===== src/verilog/feeder_pkg.sv =====
package feeder_pkg;

	localparam int DATA_W    = 16;   // one pixel channel word
	localparam int COL_W     = 6;
	localparam int MAX_COLS  = 32;
	localparam int CHAN_W    = 4;
	localparam int MAX_CHANS = 8;
	localparam int ADDR_W    = 10;   // four rows of 32x8 words
	localparam int ROW_W     = 6;

	// run configuration, sampled on start
	typedef struct packed {
		logic [COL_W-1:0]  cols;
		logic [CHAN_W-1:0] chans;
		logic              stride2;   // 1 = stride 2
	} cfg_t;

	typedef struct packed {
		logic [DATA_W-1:0] data;
	} pix_in_t;

	typedef struct packed {
		logic              en;
		logic [ADDR_W-1:0] addr;
		logic [DATA_W-1:0] data;
	} wr_req_t;

	typedef struct packed {
		logic              valid;
		logic [ADDR_W-1:0] addr;
		logic              pad;    // word lies outside the image
		logic              last;   // final word of the frame
	} rd_req_t;

	typedef struct packed {
		logic [DATA_W-1:0] data;
		logic              pad;
	} pix_out_t;

endpackage


===== src/verilog/pixel_output.sv =====
module pixel_output (
	input  logic                          clk,
	input  logic                          rst,
	input  feeder_pkg::rd_req_t           i_rd,
	input  logic [feeder_pkg::DATA_W-1:0] i_rd_data,
	output logic                          o_valid,
	output feeder_pkg::pix_out_t          o_pix,
	output logic                          o_done
);
	logic valid_q;
	logic last_q;
	logic pad_q;

	// flags follow the request through the one-cycle ram read
	always_ff @(posedge clk) begin
		if (rst) begin
			valid_q <= 1'b0;
			last_q  <= 1'b0;
		end else begin
			valid_q <= i_rd.valid;
			last_q  <= i_rd.valid && i_rd.last;
		end
	end

	always_ff @(posedge clk) begin
		pad_q <= i_rd.pad;
	end

	assign o_valid = valid_q;
	assign o_done  = last_q;   // lines up with the final word

	always_comb begin
		o_pix.data = pad_q ? '0 : i_rd_data;   // padded taps read as zero
		o_pix.pad  = pad_q;
	end

endmodule


===== config.mk =====
export PLATFORM = sky130hd
export DESIGN_NAME = pixel_output
export DESIGN_NICKNAME = d
export VERILOG_FILES = /design/src/verilog/feeder_pkg.sv /design/src/verilog/pixel_output.sv
export SDC_FILE = /design/constraint.sdc
export NUM_CORES = 1
export LEC_CHECK = 0
export BUFFER_PORTS_ARGS = -buffer_cell sky130_fd_sc_hd__buf_2
export CAP_MARGIN = 10
export CORE_AREA = 2 2 39 41
export CTS_BUF_LIST = sky130_fd_sc_hd__clkbuf_4
export DETAILED_ROUTE_END_ITERATION = 10
export DIE_AREA = 0 0 41 43
export PLACE_DENSITY_LB_ADDON = 0.3
export SYNTH_ARGS = -nofsm -noshare
export SYNTH_HDL_FRONTEND = slang
export SYNTH_SLANG_ARGS = --single-unit

===== constraint.sdc =====
create_clock -name clk -period 1 [get_ports clk]
set_input_delay 0.2 -clock clk [delete_from_list [all_inputs] [get_ports clk]]
set_output_delay 0.2 -clock clk [all_outputs]
set_load 0.05 [all_outputs]

==> run summary <==
Startpoint Class -> flop
Status -> finished, violations left
RSZ-0062 raised after global routing -> yes
CTS Sinks -> 3
Setup WS post-layout -> -0.230 ns
Via density -> 3.96
Crit-path cells -> buf_12, nor2b_2, buf_6
Synth Net Count -> 54
Final setup viols -> 17
Cells after Synth -> 23
Crit path kind -> flop to primary output
Reg power frac -> 18.1%
CTS H-Tree Depth -> 1
Hold bufs inserted after CTS -> 0
Hold Path Class -> input port to flop
Slew HR -> 83.2%
Die ar. -> 0.00176 mm^2
Seq/Total Area, Yosys -> 26.5%
Pre-CTS setup slack -> -0.116 ns
Clock Power Share -> 33.3%
Worst hold endpoint -> pad_q$_DFF_P_
Reg clk slew, reported paths -> 0.04 ns
Final hold slack -> 0.0711 ns
Clock Path Buffers -> 2
Placed inst area -> 450 um^2
Sequential cell area -> 63.8 um^2
Switching share of power -> 37.1%
Post-route ant nets -> 0
NumNets Final -> 98
Max cap viols -> 0
Gate power share -> 48.6%
CP Capture Type -> primary output
Slowest cell on crit path -> dfxtp_4
# port buffers -> 39
Die width -> 41 um
Vias in the first global route -> 313
Congestion Overflow GR -> 0
Global-route wire length before repair -> 1.15 mm
Die Span Y -> 43 um
Switch Pwr -> 268 uW
Row count -> 14
Multi-input gate area -> 180 um^2
Vias -> 325
Leakage power -> 0.346 nW
Avg Inst Size Synth -> 9.85 um^2
Required @ worst endpoint -> 0.80 ns
Unique masters post-synth -> 7
Final WL -> 964 um
Diode count -> 0
Final period utilization -> 123%
Num CTS Buffers -> 3
Initial DRC Count -> 0
Hold Startpoint -> i_rd[1]
Finished Cell Area -> 641 um^2
Pwr Total -> 721 uW
Fin. Hold Viols -> 0
Crit path time final -> 1.23 ns
Yosys top cell by area -> nor2b_2
Pin count of the biggest net entering global routing -> 11
DR DRC count -> 0
Initial antenna violation count -> 0
Synth top area cells -> nor2b_2, dfxtp_1, and2b_2, nor2b_1, buf_6
Area Growth Syn to Fin -> 183%
CP Max Fanout -> 10
Int Power -> 453 uW
Hpwl dp -> 764 um
Initial core utilization -> 16.4%
FF+latch count, synth -> 3
Post-synth top area share -> 27.1%
Slew @ Worst Pin -> 0.253 ns
Worst Path Arrival -> 1.03 ns
DRT Pass-1 Iters -> 1
Drt wl/cell -> 11.8 um
I/O pins -> 50
Final Max Tran Viols -> 0
Peak Freq -> 813 MHz
Core Area -> 0.00138 mm^2
Slowest stage delay, CP -> 0.36 ns
CTS root buffer -> clkbuf_4
Setup TNS Final -> -3.33 ns
Yosys warnings -> 0
Hold path depth -> 1
Cell Area, Synth -> 226 um^2
Gpl congestion -> 0.656
TritonCTS clock tree -> done
Worst vdd ir -> 0.707 mV
Power Dens Cells -> 1120 mW/mm^2
Failing checks -> negative setup slack
All-Layer GR Usage -> 11.0%
Fillers -> 131
Layout cell share with drive strength beyond 1 -> 93.9%
## worst max-delay path: cells and delay by family, from the launching register on
kind	cells	cell delay, ns
buffers and inverters	2	0.31
AND/OR/NAND/NOR	1	0.12
flip-flops	1	0.36
## power groups by stage
stage          combinational [mW]  clock [mW]  sequential (mW)
6_report                    0.350       0.240            0.131
5_1_grt                     0.365       0.265            0.131
4_1_cts                     0.326       0.254            0.130
3_5_place_dp                0.274           0            0.133
3_3_place_gp                0.272           0            0.133
2_1_floorplan               0.183           0            0.145
## state kept, by name (all words and copies together) (netlist names)
name / count
pad_q: 1
o_done: 1
o_valid: 1
## worst max-delay path by stage
stage,slack [ns],from,end
final,-0.23,pad_q$_DFF_P_,o_pix[8]
after global routing,-0.28,pad_q$_DFF_P_,o_pix[8]
after CTS,-0.23,pad_q$_DFF_P_,o_pix[15]
after detailed placement,-0.12,pad_q$_DFF_P_,o_pix[4]
after global placement,-0.11,pad_q$_DFF_P_,o_pix[4]
after floorplan,-0.13,pad_q$_DFF_P_,o_pix[10]
## layer usage
| layer | up-vias | wire length [um] | GRT usage, % |
|---|---|---|---|
| met5 | - | 0 | 0 |
| met4 | 0 | 16 | 10.0 |
| met3 | 2 | 246 | 7.85 |
| met2 | 42 | 401 | 16.9 |
| met1 | 128 | 300 | 8.33 |
| li1 | 153 | - | - |
## stage by stage
stage | util, % | std cells
floorplan | - | 23
global placement | 32.5 | 77
detailed placement | 32.5 | 77
CTS | 42.6 | 81
global route | 46.3 | 82
finish | 46.3 | 82
## logic make-up after synthesis
| kind of cell | after synthesis | synth area share [%] |
|---|---|---|
| buf+inv | 2 | 8.29 |
| simple gates | 18 | 65.2 |
| flops | 3 | 26.5 |
## layout make-up
type                    count  area share (%)
clock buffers               4            4.69
repair buffers             41            54.1
flip-flops and latches      3            9.96
multi-input cells          18            28.1
well taps                  16            3.13
## timing repair
action / in CTS / in global routing
gates resized for setup: 35 / 12
buffers inserted: 0 / 1
setup endpoints to repair: 17 / 18
## placed cells by master, fill, tap and decap left out, types with 2 or more instances in the layout
cell and n:
buf_2 21, buf_6 13, and2b_2 6, nor2b_4 5, nor2b_2 5, clkbuf_4 5
buf_8 4, dfxtp_1 2
## synth_stat cells
| cell type | n |
|---|---|
| and2b_2 | 6 |
| dfxtp_1 | 3 |
| and3b_1 | 1 |
| nor2b_1 | 4 |
| buf_6 | 1 |
| buf_4 | 1 |
| nor2b_2 | 7 |
Note: power is estimated with default switching activity, not from simulation.
