File: src/verilog/feeder_pkg.sv
package feeder_pkg;

	localparam int DATA_W    = 16;   // one pixel channel word
	localparam int COL_W     = 6;
	localparam int MAX_COLS  = 32;
	localparam int CHAN_W    = 4;
	localparam int MAX_CHANS = 8;
	localparam int ADDR_W    = 10;   // four rows of 32x8 words
	localparam int ROW_W     = 6;

	// run configuration, sampled on start
	typedef struct packed {
		logic [COL_W-1:0]  cols;
		logic [CHAN_W-1:0] chans;
		logic              stride2;   // 1 = stride 2
	} cfg_t;

	typedef struct packed {
		logic [DATA_W-1:0] data;
	} pix_in_t;

	typedef struct packed {
		logic              en;
		logic [ADDR_W-1:0] addr;
		logic [DATA_W-1:0] data;
	} wr_req_t;

	typedef struct packed {
		logic              valid;
		logic [ADDR_W-1:0] addr;
		logic              pad;    // word lies outside the image
		logic              last;   // final word of the frame
	} rd_req_t;

	typedef struct packed {
		logic [DATA_W-1:0] data;
		logic              pad;
	} pix_out_t;

endpackage

File: src/verilog/window_reader.sv
module window_reader #(
	parameter int BUF_ROWS = 4
) (
	input  logic                         clk,
	input  logic                         rst,
	input  logic                         i_start,
	input  feeder_pkg::cfg_t             i_cfg,
	input  logic [feeder_pkg::ROW_W-1:0] i_rows_written,
	output logic [feeder_pkg::ROW_W-1:0] o_rows_released,
	output feeder_pkg::rd_req_t          o_rd
);
	import feeder_pkg::*;

	localparam int SW = COL_W + 2;   // room for -1 and the top edge, msb is the sign

	logic              run;
	logic [COL_W-1:0]  oy;
	logic [COL_W-1:0]  ox;
	logic [1:0]        ky;
	logic [1:0]        kx;
	logic [CHAN_W-1:0] ch;

	logic [COL_W-1:0]  out_dim;
	logic [COL_W-1:0]  row_base;
	logic [COL_W-1:0]  col_base;
	logic [SW-1:0]     src_row;
	logic [SW-1:0]     src_col;
	logic              row_out;
	logic              col_out;
	logic              pad;
	logic              ready;
	logic              issue;
	logic              ch_wrap;
	logic              kx_wrap;
	logic              ky_wrap;
	logic              ox_wrap;
	logic              oy_wrap;
	logic              last;
	logic [ADDR_W-1:0] row_size;
	logic [ADDR_W-1:0] slot_idx;
	logic [ADDR_W-1:0] col_off;
	logic [ADDR_W-1:0] rd_addr;

	assign out_dim  = i_cfg.stride2 ? COL_W'(((i_cfg.cols - COL_W'(1)) >> 1) + COL_W'(1))
	                                : i_cfg.cols;
	assign row_base = i_cfg.stride2 ? {oy[COL_W-2:0], 1'b0} : oy;
	assign col_base = i_cfg.stride2 ? {ox[COL_W-2:0], 1'b0} : ox;

	// window is centred, so the top-left tap sits one row and column back
	assign src_row = SW'(row_base) + SW'(ky) - SW'(1);
	assign src_col = SW'(col_base) + SW'(kx) - SW'(1);
	assign row_out = src_row[SW-1] || (src_row[SW-2:0] >= (SW-1)'(i_cfg.cols));
	assign col_out = src_col[SW-1] || (src_col[SW-2:0] >= (SW-1)'(i_cfg.cols));
	assign pad     = row_out || col_out;

	// bottom tap row must be written, clipped at the last image row
	always_comb begin
		if (row_base >= i_cfg.cols - COL_W'(1)) begin
			ready = (i_rows_written > ROW_W'(i_cfg.cols - COL_W'(1)));
		end else begin
			ready = (i_rows_written > ROW_W'(row_base + COL_W'(1)));
		end
	end

	// rows above the current window top are free for reuse
	assign o_rows_released = (row_base == '0) ? '0 : ROW_W'(row_base - COL_W'(1));

	assign issue   = run && ready;
	assign ch_wrap = (ch == i_cfg.chans - CHAN_W'(1));
	assign kx_wrap = (kx == 2'd2);
	assign ky_wrap = (ky == 2'd2);
	assign ox_wrap = (ox == out_dim - COL_W'(1));
	assign oy_wrap = (oy == out_dim - COL_W'(1));
	assign last    = ch_wrap && kx_wrap && ky_wrap && ox_wrap && oy_wrap;

	assign row_size = ADDR_W'(i_cfg.cols) * ADDR_W'(i_cfg.chans);
	assign slot_idx = ADDR_W'(src_row[ROW_W-1:0] % BUF_ROWS);   // ring slot of the source row
	assign col_off  = ADDR_W'(src_col[COL_W-1:0]) * ADDR_W'(i_cfg.chans);
	assign rd_addr  = slot_idx * row_size + col_off + ADDR_W'(ch);

	always_comb begin
		o_rd.valid = issue;
		o_rd.addr  = pad ? '0 : rd_addr;
		o_rd.pad   = pad;
		o_rd.last  = last;
	end

	always_ff @(posedge clk) begin
		if (rst) begin
			run <= 1'b0;
			oy  <= '0;
			ox  <= '0;
			ky  <= '0;
			kx  <= '0;
			ch  <= '0;
		end else if (i_start) begin
			run <= 1'b1;
			oy  <= '0;
			ox  <= '0;
			ky  <= '0;
			kx  <= '0;
			ch  <= '0;
		end else if (issue) begin
			if (last) begin
				run <= 1'b0;   // idle until the next start
			end
			ch <= ch_wrap ? '0 : ch + CHAN_W'(1);
			if (ch_wrap) begin
				kx <= kx_wrap ? 2'd0 : kx + 2'd1;
				if (kx_wrap) begin
					ky <= ky_wrap ? 2'd0 : ky + 2'd1;
					if (ky_wrap) begin
						ox <= ox_wrap ? '0 : ox + COL_W'(1);
						if (ox_wrap && !last) begin
							oy <= oy + COL_W'(1);   // oy holds after the frame so no rows get freed
						end
					end
				end
			end
		end
	end

endmodule

File: config.mk
export PLATFORM = sky130hd
export DESIGN_NAME = window_reader
export DESIGN_NICKNAME = d
export VERILOG_FILES = /design/src/verilog/feeder_pkg.sv /design/src/verilog/window_reader.sv
export SDC_FILE = /design/constraint.sdc
export NUM_CORES = 1
export LEC_CHECK = 0
export ABC_AREA = 1
export ABC_CLOCK_PERIOD_IN_PS = 22300
export BUFFER_PORTS_ARGS = -buffer_cell sky130_fd_sc_hd__buf_4
export CORE_UTILIZATION = 35
export DETAILED_ROUTE_END_ITERATION = 10
export HOLD_SLACK_MARGIN = 0.08
export PLACE_DENSITY = 0.53
export SLEW_MARGIN = 40
export SYNTH_ARGS = -nofsm -noshare
export SYNTH_HDL_FRONTEND = slang
export SYNTH_SLANG_ARGS = --single-unit
File: constraint.sdc
create_clock -name clk -period 22.3 [get_ports clk]
set_clock_uncertainty 0.1 [all_clocks]
set_input_delay 5.575 -clock clk [delete_from_list [all_inputs] [get_ports clk]]
set_output_delay 5.575 -clock clk [all_outputs]
set_load 0.005 [all_outputs]
==> flow_metrics.env <==
export IMPL_status="completed"
export IMPL_combPwrFrac_pct=79.6
export IMPL_ys_seq_elements=21
export IMPL_critPathMaxFanout=11
export IMPL_firstDrtPassIters=5
export IMPL_layout_common_cells="172 x inv_1, 156 x nand2_1, 97 x ha_1"
export IMPL_postLayoutCellArea_sq_mm=0.005937
export IMPL_cap_violations=0
export IMPL_finalWorstPathRequiredPeriod_ns=17.44
export IMPL_final_common_cell="inv_1"
export IMPL_critPathRequiredTime_ns=16.62
export IMPL_post_cts_setup_buffers=0
export IMPL_area_delta_synth_final_pct=9.914
export IMPL_io_pins=39
export IMPL_antenna_cells=0
export IMPL_p_int_mw=0.1861
export IMPL_fin_tns_setup_ns=0
export IMPL_rsz0062_at_grt="false"
export IMPL_crit_top_cell="fa_1"
export IMPL_wl_met2_um=5584
export IMPL_synth_top_area_share_pct=22.47
export IMPL_route_met3_wl_um=445
export IMPL_drt_met1_wl_um=6614
export IMPL_multi_input_area_sq_mm=0.004238
export IMPL_cts_resized=0
export IMPL_fp_coreArea_sq_mm=0.01515
export IMPL_antenna_found_initial=1
export IMPL_fmax_mhz=57.35
export IMPL_maxSlewHeadroom_pct=49.60
export IMPL_hpwlAfterDp_um=11080
export IMPL_final_max_slew_violation_count=0
export IMPL_via_per_inst=4.665
export IMPL_postCtsHoldBufs=0
export IMPL_cts_max_level=1
export IMPL_grt_pass1_vias=4575
export IMPL_rows=45
export IMPL_seq_area_frac_synth_pct=7.783
export IMPL_track_usage_pct=17.03
export IMPL_period_share_pct=78.19
export IMPL_cp_data_arrival_time_ns=11.76
export IMPL_cp_start_kind="input port"
export IMPL_cts_buffers=3
export IMPL_min_path_type="reg -> reg"
export IMPL_grt_pass1_wl_um=22290
export IMPL_power_density_mw_per_mm2=64.46
export IMPL_antenna_left=0
export IMPL_sw_frac_of_total_pct=51.39
export IMPL_drc_errors=0
export IMPL_pwr_share_seq_pct=10.0
export IMPL_clock_latency_ns=0.26
export IMPL_placed_area_sq_mm=0.005854
export IMPL_fin_hold_ws_ns=0.4016
export IMPL_highest_layer="met4"
export IMPL_die_h_um=126.2
export IMPL_cts_sinks=21
export IMPL_place_congestion=0.8639
export IMPL_grt_max_degree=34
export IMPL_dieArea_sq_mm=0.01593
export IMPL_leakagePower_nw=3.279
export IMPL_n_fill_cell=1631
export IMPL_synthDistinctLibCells=41
export IMPL_layout_drive_gt1_share_pct=9.712
export IMPL_drt_total_wl_um=12780
export IMPL_finalNetCount=987
export IMPL_initial_utilization_pct=35.66
export IMPL_cts_root_buf="clkbuf_16"
export IMPL_cp_slowest_cell="fa_1"
export IMPL_synth_area_sq_mm=0.005401
export IMPL_switching_power_mw=0.1967
export IMPL_cts_clk_slew_worst_paths_ns=0.06
export IMPL_tightest_slew_ns=0.7481
export IMPL_crit_type="in -> out"
export IMPL_post_synth_top_area_cell="ha_1"
export IMPL_synthTopCellsByArea="ha_1 22%, fa_1 13%, inv_1 12%"
export IMPL_vias=4768
export IMPL_avgRoutedWirePerCell_um=12.50
export IMPL_cts_path_max_buffers=2
export IMPL_synth_warnings=0
export IMPL_seq_area_sq_um=420.4
export IMPL_io_buffers=38
export IMPL_ir_worst_vdd_mv=0.09568
export IMPL_synth_cells=805
export IMPL_slowest_delay_ns=0.59
export IMPL_syn_avg_cell_area_sq_um=6.710
export IMPL_power_total_mw=0.3827
export IMPL_grt_overflow_total=0
export IMPL_hold_violations=0
export IMPL_drt_iter0_drc=239
export IMPL_clkPwrFrac_pct=10.4
export IMPL_setup_viol=0
export IMPL_die_w_um=126.2
export IMPL_syn_nets=957
export IMPL_end_kind="output port"
export IMPL_cts_tree="done"
[flip-flops by register name (all words and copies together), names as in the netlist]
register / flops
kx: 2
ch: 4
oy: 6
run: 1
ox: 6
ky: 2
[Yosys cell counts (all sizes together)]
cell type / instances
o2111a: 1
xor2: 21
o21bai: 3
a21boi: 3
a211o: 1
a31oi: 3
buf: 9
nor2: 89
nor4: 2
clkinv: 1
nand2: 166
a21oi: 42
nor3: 16
a211oi: 5
o21a: 2
xnor2: 6
nand3: 51
or2: 4
inv: 179
ha: 97
dfxtp: 21
o21ai: 33
a21o: 1
o2111ai: 1
nand4: 4
nor3b: 1
nand3b: 1
fa: 35
o211ai: 3
clkbuf: 4
[worst max-delay path: cells and delay by family]
family          cells  cell delay, ns
fa+ha+maj           8            4.00
buf+inv             8            0.61
compound gates      1            0.21
simple gates       13            0.95
xor+xnor            2            0.40
[power groups by stage]
stage                     Clock (mW)  Combinational (mW)  Sequential, mW
final                         0.0397               0.305          0.0383
after global routing          0.0422               0.379          0.0384
after CTS                     0.0411               0.310          0.0383
after detailed placement           0               0.306          0.0392
after global placement             0               0.308          0.0392
after floorplan                    0               0.248          0.0389
[area by class of cell]
class / instances / area share, %
Multi-Input combinational cell: 591 / 71.38
Clock buffer: 3 / 1.264
Inverter: 180 / 11.38
Sequential cell: 21 / 7.081
Clock inverter: 1 / 0.1264
Timing Repair Buffer: 38 / 4.805
Tap cell: 188 / 3.962
[through the flow]
step,setup slack [ns],util [%],cells
floorplan,5.258,-,805
global placement,4.872,38.60,1018
detailed placement,4.874,38.65,1018
CTS,4.855,39.20,1022
global route,4.258,39.20,1022
finish,4.863,39.20,1022
[worst paths after layout]
kind	cells after the start	slack (ns)	startpoint	endpoint
worst max-delay path	32	4.86	i_cfg[4]	o_rd[11]
worst min register to register	1	0.40	oy[0]	oy[0]
worst min-delay path	1	0.40	oy[0]	oy[0]
worst max register to register	22	18.34	oy[4]	oy[3]
[per-layer routing]
metal  vias up  global-route usage [%]
met3         6                   1.444
met1      2112                   24.50
met2        64                   28.24
met5         -                       0
met4         0                   2.197
li1       2586                       -
[kinds of logic after synthesis]
family,synth area share (%)
and+or+nand+nor,28.28
buffers and inverters,13.92
adders and majority gates,35.44
AOI/OAI and AO/OA,10.19
xor gates and xnor gates,4.378
DFF,7.783
Power figures use the tool's default switching activity.
