===== config.mk =====
export PLATFORM = sky130hd
export DESIGN_NAME = row_writer
export DESIGN_NICKNAME = d
export VERILOG_FILES = /design/src/verilog/feeder_pkg.sv /design/src/verilog/row_writer.sv
export SDC_FILE = /design/constraint.sdc
export NUM_CORES = 1
export LEC_CHECK = 0
export BUFFER_PORTS_ARGS = -buffer_cell sky130_fd_sc_hd__buf_4
export CORE_MARGIN = 3
export CORE_UTILIZATION = 36
export DETAILED_ROUTE_END_ITERATION = 10
export GPL_TIMING_DRIVEN = 0
export SLEW_MARGIN = 20
export SYNTH_ARGS = -nofsm -noshare
export SYNTH_HDL_FRONTEND = slang
export SYNTH_SLANG_ARGS = --single-unit
export TNS_END_PERCENT = 50

===== constraint.sdc =====
create_clock -name clk -period 4.63 [get_ports clk]
set_clock_uncertainty 0.1 [all_clocks]
set_input_delay 0.2315 -clock clk [delete_from_list [all_inputs] [get_ports clk]]
set_output_delay 0.2315 -clock clk [all_outputs]
set_load 0.02 [all_outputs]

===== src/verilog/feeder_pkg.sv =====
package feeder_pkg;

	localparam int DATA_W    = 16;   // one pixel channel word
	localparam int COL_W     = 6;
	localparam int MAX_COLS  = 32;
	localparam int CHAN_W    = 4;
	localparam int MAX_CHANS = 8;
	localparam int ADDR_W    = 10;   // four rows of 32x8 words
	localparam int ROW_W     = 6;

	// run configuration, sampled on start
	typedef struct packed {
		logic [COL_W-1:0]  cols;
		logic [CHAN_W-1:0] chans;
		logic              stride2;   // 1 = stride 2
	} cfg_t;

	typedef struct packed {
		logic [DATA_W-1:0] data;
	} pix_in_t;

	typedef struct packed {
		logic              en;
		logic [ADDR_W-1:0] addr;
		logic [DATA_W-1:0] data;
	} wr_req_t;

	typedef struct packed {
		logic              valid;
		logic [ADDR_W-1:0] addr;
		logic              pad;    // word lies outside the image
		logic              last;   // final word of the frame
	} rd_req_t;

	typedef struct packed {
		logic [DATA_W-1:0] data;
		logic              pad;
	} pix_out_t;

endpackage


===== src/verilog/row_writer.sv =====
module row_writer #(
	parameter int BUF_ROWS = 4
) (
	input  logic                         clk,
	input  logic                         rst,
	input  logic                         i_start,
	input  feeder_pkg::cfg_t             i_cfg,
	input  logic                         i_valid,
	input  feeder_pkg::pix_in_t          i_pix,
	input  logic [feeder_pkg::ROW_W-1:0] i_rows_released,
	output feeder_pkg::wr_req_t          o_wr,
	output logic [feeder_pkg::ROW_W-1:0] o_rows_written,
	output logic                         o_full
);
	import feeder_pkg::*;

	logic              size_load;   // first cycle of a frame, row size not yet valid
	logic [ADDR_W-1:0] row_size;
	logic [ADDR_W-1:0] slot_base;
	logic [ADDR_W-1:0] col_base;
	logic [CHAN_W-1:0] chan_cnt;
	logic [COL_W-1:0]  col_cnt;
	logic [ROW_W-1:0]  row_cnt;
	logic [ROW_W-1:0]  slot;
	logic              rows_done;
	logic              chan_wrap;
	logic              col_wrap;
	logic              accept;

	assign rows_done = (row_cnt == ROW_W'(i_cfg.cols));
	assign chan_wrap = (chan_cnt == i_cfg.chans - CHAN_W'(1));
	assign col_wrap  = (col_cnt == i_cfg.cols - COL_W'(1));

	// ring is full once the next row would land on a slot still in use
	assign o_full = size_load ||
		(!rows_done && (row_cnt == i_rows_released + ROW_W'(BUF_ROWS)));
	assign accept = i_valid && !o_full && !rows_done && !i_start;

	always_comb begin
		o_wr.en   = accept;
		o_wr.addr = slot_base + col_base + ADDR_W'(chan_cnt);
		o_wr.data = i_pix.data;
	end

	assign o_rows_written = row_cnt;

	always_ff @(posedge clk) begin
		if (size_load) begin
			row_size <= ADDR_W'(i_cfg.cols) * ADDR_W'(i_cfg.chans);
		end
	end

	always_ff @(posedge clk) begin
		if (rst) begin
			size_load <= 1'b0;
			chan_cnt  <= '0;
			col_cnt   <= '0;
			row_cnt   <= '0;
			slot      <= '0;
			col_base  <= '0;
			slot_base <= '0;
		end else if (i_start) begin
			size_load <= 1'b1;
			chan_cnt  <= '0;
			col_cnt   <= '0;
			row_cnt   <= '0;
			slot      <= '0;
			col_base  <= '0;
			slot_base <= '0;
		end else begin
			size_load <= 1'b0;
			if (accept) begin
				chan_cnt <= chan_wrap ? '0 : chan_cnt + CHAN_W'(1);
				if (chan_wrap && col_wrap) begin
					col_cnt  <= '0;
					col_base <= '0;
					row_cnt  <= row_cnt + ROW_W'(1);   // row complete
					if (slot == ROW_W'(BUF_ROWS - 1)) begin
						slot      <= '0;
						slot_base <= '0;
					end else begin
						slot      <= slot + ROW_W'(1);
						slot_base <= slot_base + row_size;
					end
				end else if (chan_wrap) begin
					col_cnt  <= col_cnt + COL_W'(1);
					col_base <= col_base + ADDR_W'(i_cfg.chans);
				end
			end
		end
	end

endmodule


==> flow_summary.json, run 1 <==
{
  "syn-instance-count": 487,
  "core_area_um2": 11470,
  "numCtsBuffers": 5,
  "io_pins": 71,
  "num_rows": 39,
  "place_congestion": 0.8231,
  "grt_max_degree": 19,
  "cts_setup_buffers": 0,
  "ys_warn_count": 0,
  "yosysTopAreaCellShare": 0.2027,
  "cap_violations": 0,
  "root_buffer": "clkbuf_16",
  "place_ws_ns": 1.264,
  "grt.overflow.total": 0,
  "synth-main-ff-cell": "dfxtp_1",
  "placed_cell_area_um2": 4801,
  "required_ns": 4.30,
  "hp-class": "input pin to register",
  "worstPathMaxFanout": 5,
  "via_per_inst": 5.032,
  "cts.clk_slew.worst_paths_ns": 0.08,
  "synth-edff-count": 10,
  "grt_pass1_vias": 3419,
  "yosysMostFrequentCell": "ha_1",
  "outcome": "complete, no violations",
  "fmax_mhz": 292.1,
  "grtUsageTotal": 0.1531,
  "synth_area_um2": 4247,
  "grtUsageMet3": 0.02484,
  "met2_usage": 0.2495,
  "synth_cell_types": 45,
  "hold_violations": 0,
  "cp.arrival_ns": 3.09,
  "antenna_left": 0,
  "hpwlAfterDp_um": 7862,
  "clkLatencyLatePin_ns": 0.30,
  "synth-seq-cells": 53,
  "drtPass1Iterations": 5,
  "layout-drive-gt1-share": 0.1557,
  "power_density_nw_per_um2": 220.9,
  "endpoint_kind": "output port",
  "yosys-top-cells-area": "dfxtp_1 20%, ha_1 14%, xnor2_1 8.7%",
  "area_growth_pct": 16.82,
  "drc": 0,
  "cp-start-kind": "register",
  "vias": 3467,
  "rsz0062_at_grt": "no",
  "cts_hold_buf": 1,
  "fin_total_pwr_w": 0.001096,
  "syn_nets": 586,
  "top_usage_layer": "met2",
  "slew_violations": 0,
  "synth_commonest_cells": "47 x ha_1, 43 x dfxtp_1, 42 x a21oi_1, 42 x xnor2_1, 40 x nand2_1",
  "drt-total-wl_um": 9747,
  "yosysTopAreaCell": "dfxtp_1",
  "crit_type": "register to output port",
  "grt_pass1_wl_um": 16260,
  "setup_tns_ns": 0,
  "die-area_um2": 13140,
  "portBuffers": 50,
  "antenna_found_initial": 0,
  "dr.first_iter.drc_count": 227,
  "finalNetCount": 644,
  "start_util": 0.3703,
  "async_reset_ff_frac": 0,
  "ys_seq_area_frac": 0.2734,
  "cts.path.max_buffers": 2,
  "vdd_drop_max_mv": 0.1482,
  "die_y_um": 114.6,
  "setup_viol_count_final": 0,
  "power_leakage_nw": 2.196,
  "min_period_over_period": 0.7394,
  "worstMarginPinSlew_ns": 0.6249,
  "die_w_um": 114.6,
  "relSlewSlack": 0.5834,
  "wl_per_cell_um": 14.15,
  "syn_avg_cell_area_um2": 8.720,
  "cts-resized-gates": 0,
  "n_antenna_cell": 0,
  "cts_tree": "done",
  "clock_sinks": 53,
  "fin_area_um2": 4961,
  "h-tree-depth": 2,
  "gr-usage-met1": 0.2140,
  "finalCriticalPeriod_ns": 3.424,
  "setup_ws_ns": 1.206
}
## report_power, final
part,internal (W),switching [W]
registers,0.000485,0.00000616
logic,0.000101,0.000117
clock network,0.000205,0.000182
total,0.000791,0.000305
## sequential cells by signal, summed over array words and instances, names as in the netlist
name            flops
chan_cnt            4
col_base           10
col_cnt             6
o_rows_written      6
row_size           10
size_load           1
slot                6
slot_base          10
## logic make-up after synthesis
| logic type | count (synthesis) | synth area share |
|---|---|---|
| AO/OA/AOI/OAI | 78 | 0.1093 |
| XOR/XNOR | 69 | 0.1423 |
| adder cells (fa/ha/maj) | 62 | 0.2092 |
| buffers and inverters | 67 | 0.07778 |
| flip-flops | 53 | 0.2734 |
| AND/OR/NAND/NOR | 158 | 0.1880 |
## stage by stage
stage / util / hold slack, ns / std cells
2_1_floorplan: - / 0.2031 / 487
3_3_place_gp: 0.4187 / 0.2941 / 680
3_5_place_dp: 0.4187 / 0.3012 / 680
4_1_cts: 0.4326 / 0.05979 / 689
5_1_grt: 0.4326 / 0.06369 / 689
6_report: 0.4326 / 0.05881 / 689
## layer usage
layer  up-vias  share of wire
met5         -              0
met4         0         0.0072
met3         7          0.054
met2        79           0.46
met1      1616           0.48
li1       1765              -
## worst max-delay path, stage by stage (launching register included)
cell and delay (ns):
dfxtp_1 0.50, fa_1 0.49, ha_1 0.24, fa_1 0.40, a21oi_1 0.16, nor2_1 0.05, nor2_1 0.15, o21bai_1 0.09
a21oi_1 0.22, o21ai_0 0.16, xnor2_1 0.17, buf_4 0.16
## layout by cell type, fill, tap and decap left out, types with 2 or more instances in the layout
cell / count
nor2_1: 33
and2_1: 16
xor2_1: 27
dfxtp_1: 43
nand3_1: 25
nand3b_1: 3
and4_1: 2
a311oi_1: 2
a31oi_1: 3
edfxtp_1: 10
ha_1: 47
clkbuf_16: 5
xnor2_1: 42
inv_6: 2
nor4_1: 9
buf_4: 67
a21oi_1: 42
clkbuf_1: 14
o21ai_0: 9
fa_1: 15
nand2_1: 40
o21bai_1: 6
nand2b_1: 4
nor3_1: 8
a21o_1: 8
inv_1: 29
nor3b_1: 3
buf_2: 6
nand4_1: 6
## layout make-up
type / instances / area [µm²]
Multi-Input combinational cell: 367 / 2755
Clock inverter: 3 / 25.02
Buffer: 38 / 221.5
Timing Repair Buffer: 51 / 385.4
Sequential cell: 53 / 1161
Fill cell: 1150 / 6506
Clock buffer: 5 / 125.1
Tap cell: 143 / 178.9
Inverter: 29 / 108.9
## worst paths after layout
kind | slack, ns | cells past startpoint | startpoint | to
worst max register to register | 1.80 | 9 | chan_cnt[3] | slot[0]
worst max-delay path | 1.21 | 11 | chan_cnt[1] | o_wr[25]
worst min-delay path | 0.06 | 2 | i_start | size_load
worst min register to register | 0.38 | 2 | slot_base[0] | slot_base[0]
Note: power is estimated with default switching activity, not from simulation.
==> inputs of run 2 (changes only) <==
==> constraint.sdc (replaced) <==
create_clock -name clk -period 2.75 [get_ports clk]
set_clock_uncertainty 0.1 [all_clocks]
set_input_delay 0.1375 -clock clk [delete_from_list [all_inputs] [get_ports clk]]
set_output_delay 0.1375 -clock clk [all_outputs]
set_load 0.02 [all_outputs]
==> run 2 against run 1 <==
The run now ends with negative setup slack left; sequential cell count unchanged; non-clock buffer count is 11 higher; final cell count grew 1.6%; wire length increased by 0.74%; clock power rose by 66%; critical path type unchanged; highest routed layer unchanged.
==> flow_summary.json, run 2 (same netlist as run 1, synthesis figures left out) <==
{
  "outcome": "complete, but fails checks",
  "violations": "negative setup slack",
  "io_pins": 71,
  "cap_violations": 0,
  "setup_viol_count_final": 2,
  "vias": 3564,
  "num_rows": 39,
  "rr_endpoint": "slot_base[9]",
  "biggestRegsByFlops": "col_base: 10 flops, row_size: 10 flops, slot_base: 10 flops",
  "h-tree-depth": 2,
  "setup_ws_ns": -0.1587,
  "area_growth_pct": 21.89,
  "clkLatencyLatePin_ns": 0.30,
  "place_ws_ns": -0.2480,
  "drtPass1Iterations": 5,
  "multi_input_area_um2": 2850,
  "wl_per_cell_um": 14.03,
  "cp-start-kind": "register",
  "setup_tns_ns": -0.2373,
  "grt_pass1_wl_um": 15890,
  "relSlewSlack": 0.6134,
  "min_delay_path_depth": 3,
  "fill_cells": 1094,
  "numCtsBuffers": 5,
  "portBuffers": 50,
  "start_util": 0.3703,
  "cts.path.max_buffers": 2,
  "antenna_found_initial": 0,
  "finalCriticalPeriod_ns": 2.909,
  "hpwlAfterDp_um": 7872,
  "final_common_cell": "buf_4",
  "cts_tree": "done",
  "min_period_over_period": 1.058,
  "fin_total_pwr_w": 0.001857,
  "endpoint_kind": "output port",
  "grtUsageTotal": 0.1492,
  "crit_type": "register to output port",
  "hp-class": "input pin to register",
  "layout-drive-gt1-share": 0.2262,
  "root_buffer": "clkbuf_16",
  "worstRegToRegCells": 8,
  "die_y_um": 114.6,
  "core_area_um2": 11470,
  "r2r_setup_slack_ns": 0.09,
  "finalNetCount": 655,
  "fmax_mhz": 343.8,
  "grt.overflow.total": 0,
  "grt_pass1_vias": 3331,
  "worstPathMaxFanout": 2,
  "clock_sinks": 53,
  "cp.arrival_ns": 2.67,
  "grt_max_degree": 19,
  "holdPathEnd": "row_size[0]",
  "min_from": "i_cfg[5]",
  "power_density_nw_per_um2": 358.8,
  "hold_violations": 0,
  "n_antenna_cell": 0,
  "die_w_um": 114.6,
  "die-area_um2": 13140,
  "regArea_um2": 1186,
  "slew_violations": 0,
  "place_congestion": 0.8451,
  "drc": 0,
  "dr.first_iter.drc_count": 223,
  "power_leakage_nw": 2.280,
  "via_per_inst": 5.091,
  "cts.clk_slew.worst_paths_ns": 0.07,
  "required_ns": 2.51,
  "rr_startpoint": "slot_base[1]",
  "vdd_drop_max_mv": 0.2386,
  "rsz0062_at_grt": "yes",
  "worstMarginPinSlew_ns": 0.5800,
  "final_cell_mix": "77 x buf_4, 44 x ha_1, 40 x xnor2_1, 39 x nand2_1, 35 x dfxtp_1",
  "antenna_left": 0,
  "drt-total-wl_um": 9819
}
[run 2: cell count changes in the layout (fill, tap and decap cells not counted), moves of 6 or more]
cell | previous run | this run
a21oi_1 | 42 | 34
a21oi_2 | 0 | 8
buf_4 | 67 | 77
dfxtp_1 | 43 | 35
dfxtp_4 | 0 | 6
[run 2: worst max-delay path, cell delays in order, from the launching register on]
cell,delay (ns)
dfxtp_4,0.35
fa_1,0.48
ha_2,0.20
fa_2,0.37
a21oi_2,0.13
nor2_1,0.05
nor2_1,0.13
o21bai_1,0.11
a21oi_2,0.20
o21ai_2,0.09
xnor2_2,0.13
buf_4,0.16
[run 2: worst max path at each step]
stage,slack [ns],from,to,cells after the start
finish,-0.16,slot_base[1],o_wr[25],11
global route,-0.33,slot_base[1],o_wr[25],11
CTS,-0.16,slot_base[1],o_wr[25],11
detailed placement,-0.25,i_cfg[7],row_size[8],13
global placement,-0.22,i_cfg[7],row_size[9],13
floorplan,-0.01,i_cfg[5],row_size[9],12
[run 2: layout make-up]
class	instances	area share
timing repair buffer	62	0.09089
inverter	29	0.02103
clock inverter	3	0.005076
clock buffer	5	0.02417
tap	143	0.03457
buffer	38	0.04448
multi-input combinational	367	0.5506
sequential	53	0.2292
[run 2: routing by layer]
layer,track usage,part of all wire
met1,0.2082,0.48
met2,0.2452,0.46
met3,0.02907,0.050
met4,0.02059,0.0048
met5,0,0
[run 2: timing repair]
item                       4_1_cts  5_1_grt
resized for setup               18       16
hold endpoints to repair         1        0
gates cloned                     0        0
pin swaps                       14       12
setup endpoints to repair       14       38
setup buffers                    7        3
hold buffers                     2        0
[run 2: report_power, final]
group	internal (W)	total [W]	switching, W
Clock	0.000344	0.000643	0.000299
Combinational	0.000182	0.000391	0.000209
Sequential	0.000812	0.000822	0.0000104
[run 2: metrics by stage]
step / instances / util / cell area [µm²] / hold slack, ns
after global placement: 680 / 0.4224 / 4843 / 0.2019
final: 700 / 0.4514 / 5176 / 0.1567
after CTS: 697 / 0.4455 / 5109 / 0.1560
after floorplan: 487 / - / 4289 / 0.1091
after global routing: 700 / 0.4514 / 5176 / 0.2120
after detailed placement: 680 / 0.4224 / 4843 / 0.2055
==> inputs of run 3 (changes only) <==
==> constraint.sdc (replaced) <==
create_clock -name clk -period 3.5 [get_ports clk]
set_clock_uncertainty 0.1 [all_clocks]
set_input_delay 0.175 -clock clk [delete_from_list [all_inputs] [get_ports clk]]
set_output_delay 0.175 -clock clk [all_outputs]
set_load 0.02 [all_outputs]
==> run 3 against run 2 <==
The run now ends clean; critical path type unchanged; wire length fell by 0.73%; sequential power fell by 21%; non-clock buffer count shrank 11.
==> flow_summary.json, run 3 (same netlist as run 1, synthesis figures left out) <==
{
  "outcome": "complete, no violations",
  "worstMarginPinSlew_ns": 0.6249,
  "root_buffer": "clkbuf_16",
  "biggestRegsByFlops": "col_base: 10 flops, row_size: 10 flops, slot_base: 10 flops",
  "dr.first_iter.drc_count": 227,
  "n_antenna_cell": 0,
  "io_pins": 71,
  "die-area_um2": 13140,
  "vias": 3467,
  "grt.overflow.total": 0,
  "cap_violations": 0,
  "wl_per_cell_um": 14.15,
  "layout-drive-gt1-share": 0.1593,
  "drtPass1Iterations": 5,
  "final_cell_mix": "67 x buf_4, 47 x ha_1, 42 x xnor2_1, 42 x a21oi_1, 41 x dfxtp_1",
  "die_y_um": 114.6,
  "clock_sinks": 53,
  "power_leakage_nw": 2.197,
  "hp-class": "input pin to register",
  "clkLatencyLatePin_ns": 0.30,
  "num_rows": 39,
  "core_area_um2": 11470,
  "numCtsBuffers": 5,
  "grt_pass1_wl_um": 16260,
  "setup_tns_ns": 0,
  "grtUsageTotal": 0.1531,
  "drc": 0,
  "grt_max_degree": 19,
  "via_per_inst": 5.032,
  "vdd_drop_max_mv": 0.1961,
  "cts.path.max_buffers": 2,
  "fmax_mhz": 305.8,
  "hpwlAfterDp_um": 7862,
  "slew_violations": 0,
  "rsz0062_at_grt": "no",
  "place_inst": 680,
  "crit_type": "register to output port",
  "finalCriticalPeriod_ns": 3.270,
  "antenna_left": 0,
  "worstPathMaxFanout": 4,
  "required_ns": 3.22,
  "finalNetCount": 644,
  "area_growth_pct": 16.88,
  "cp-start-kind": "register",
  "h-tree-depth": 2,
  "place_congestion": 0.8231,
  "cts.clk_slew.worst_paths_ns": 0.08,
  "fill_cells": 1149,
  "antenna_found_initial": 0,
  "hold_violations": 0,
  "cts_tree": "done",
  "setup_viol_count_final": 0,
  "start_util": 0.3703,
  "endpoint_kind": "output port",
  "grt_pass1_vias": 3419,
  "final_common_cell": "buf_4",
  "power_density_nw_per_um2": 292.0,
  "portBuffers": 50,
  "min_period_over_period": 0.9342,
  "cp.arrival_ns": 2.99,
  "finalNonFillerCells": 689,
  "drt-total-wl_um": 9747,
  "die_w_um": 114.6,
  "relSlewSlack": 0.5834
}
-- run 3: final timing paths --
check	endpoint	startpoint	cells after the start	slack [ns]
worst max-delay path	o_wr[25]	slot_base[1]	11	0.23
worst min-delay path	size_load	i_start	2	0.002
worst max register to register	slot[0]	chan_cnt[3]	9	0.67
worst min register to register	slot_base[0]	slot_base[0]	2	0.38
-- run 3: worst max-delay path: stages (launching register included) --
cell and delay (ns):
dfxtp_1 0.45, fa_1 0.45, ha_1 0.24, fa_1 0.40, a21oi_1 0.16, nor2_1 0.05
nor2_1 0.15, o21bai_1 0.09, a21oi_1 0.22, o21ai_0 0.16, xnor2_1 0.17, buf_4 0.16
-- run 3: layout make-up --
type	instances	area, µm²	area share
buffer	38	221.5	0.04462
clock buffer	5	125.1	0.02521
timing repair buffer	51	385.4	0.07764
clock inverter	3	25.02	0.005042
tap	143	178.9	0.03605
sequential	53	1164	0.2344
inverter	29	108.9	0.02193
multi-input combinational	367	2755	0.5551
-- run 3: report_power, final --
part           internal (W)  switching, W  leakage (nW)
logic              0.000133      0.000155          1.68
registers          0.000642    0.00000816         0.445
clock network      0.000271      0.000240        0.0708
-- run 3: metal layers --
| metal | routed length (µm) | GRT usage | up-vias |
|---|---|---|---|
| li1 | - | - | 1765 |
| met1 | 4683 | 0.2140 | 1616 |
| met2 | 4462 | 0.2495 | 79 |
| met3 | 530 | 0.02484 | 7 |
| met4 | 70 | 0.03167 | 0 |
| met5 | 0 | 0 | - |
-- run 3: what timing repair did --
action | in CTS | in global routing
hold buffers | 1 | 0
setup endpoints to repair | 0 | 1
buffers inserted | 0 | 0
endpoints found under the hold margin | 1 | 0
gates resized for setup | 0 | 2
-- run 3: per-stage QoR --
| stage | util | hold slack (ns) | power (W) | area [µm²] | setup slack [ns] |
|---|---|---|---|---|---|
| detailed placement | 0.4187 | 0.2447 | 0.0009526 | 4801 | 0.1908 |
| finish | 0.4328 | 0.002307 | 0.001450 | 4964 | 0.2304 |
| global route | 0.4328 | 0.007189 | 0.001529 | 4964 | 0.02791 |
| global placement | 0.4187 | 0.2376 | 0.0009458 | 4801 | 0.2307 |
| floorplan | - | 0.1466 | 0.0008686 | 4247 | 0.4135 |
| CTS | 0.4326 | 0.003291 | 0.001459 | 4961 | 0.1141 |
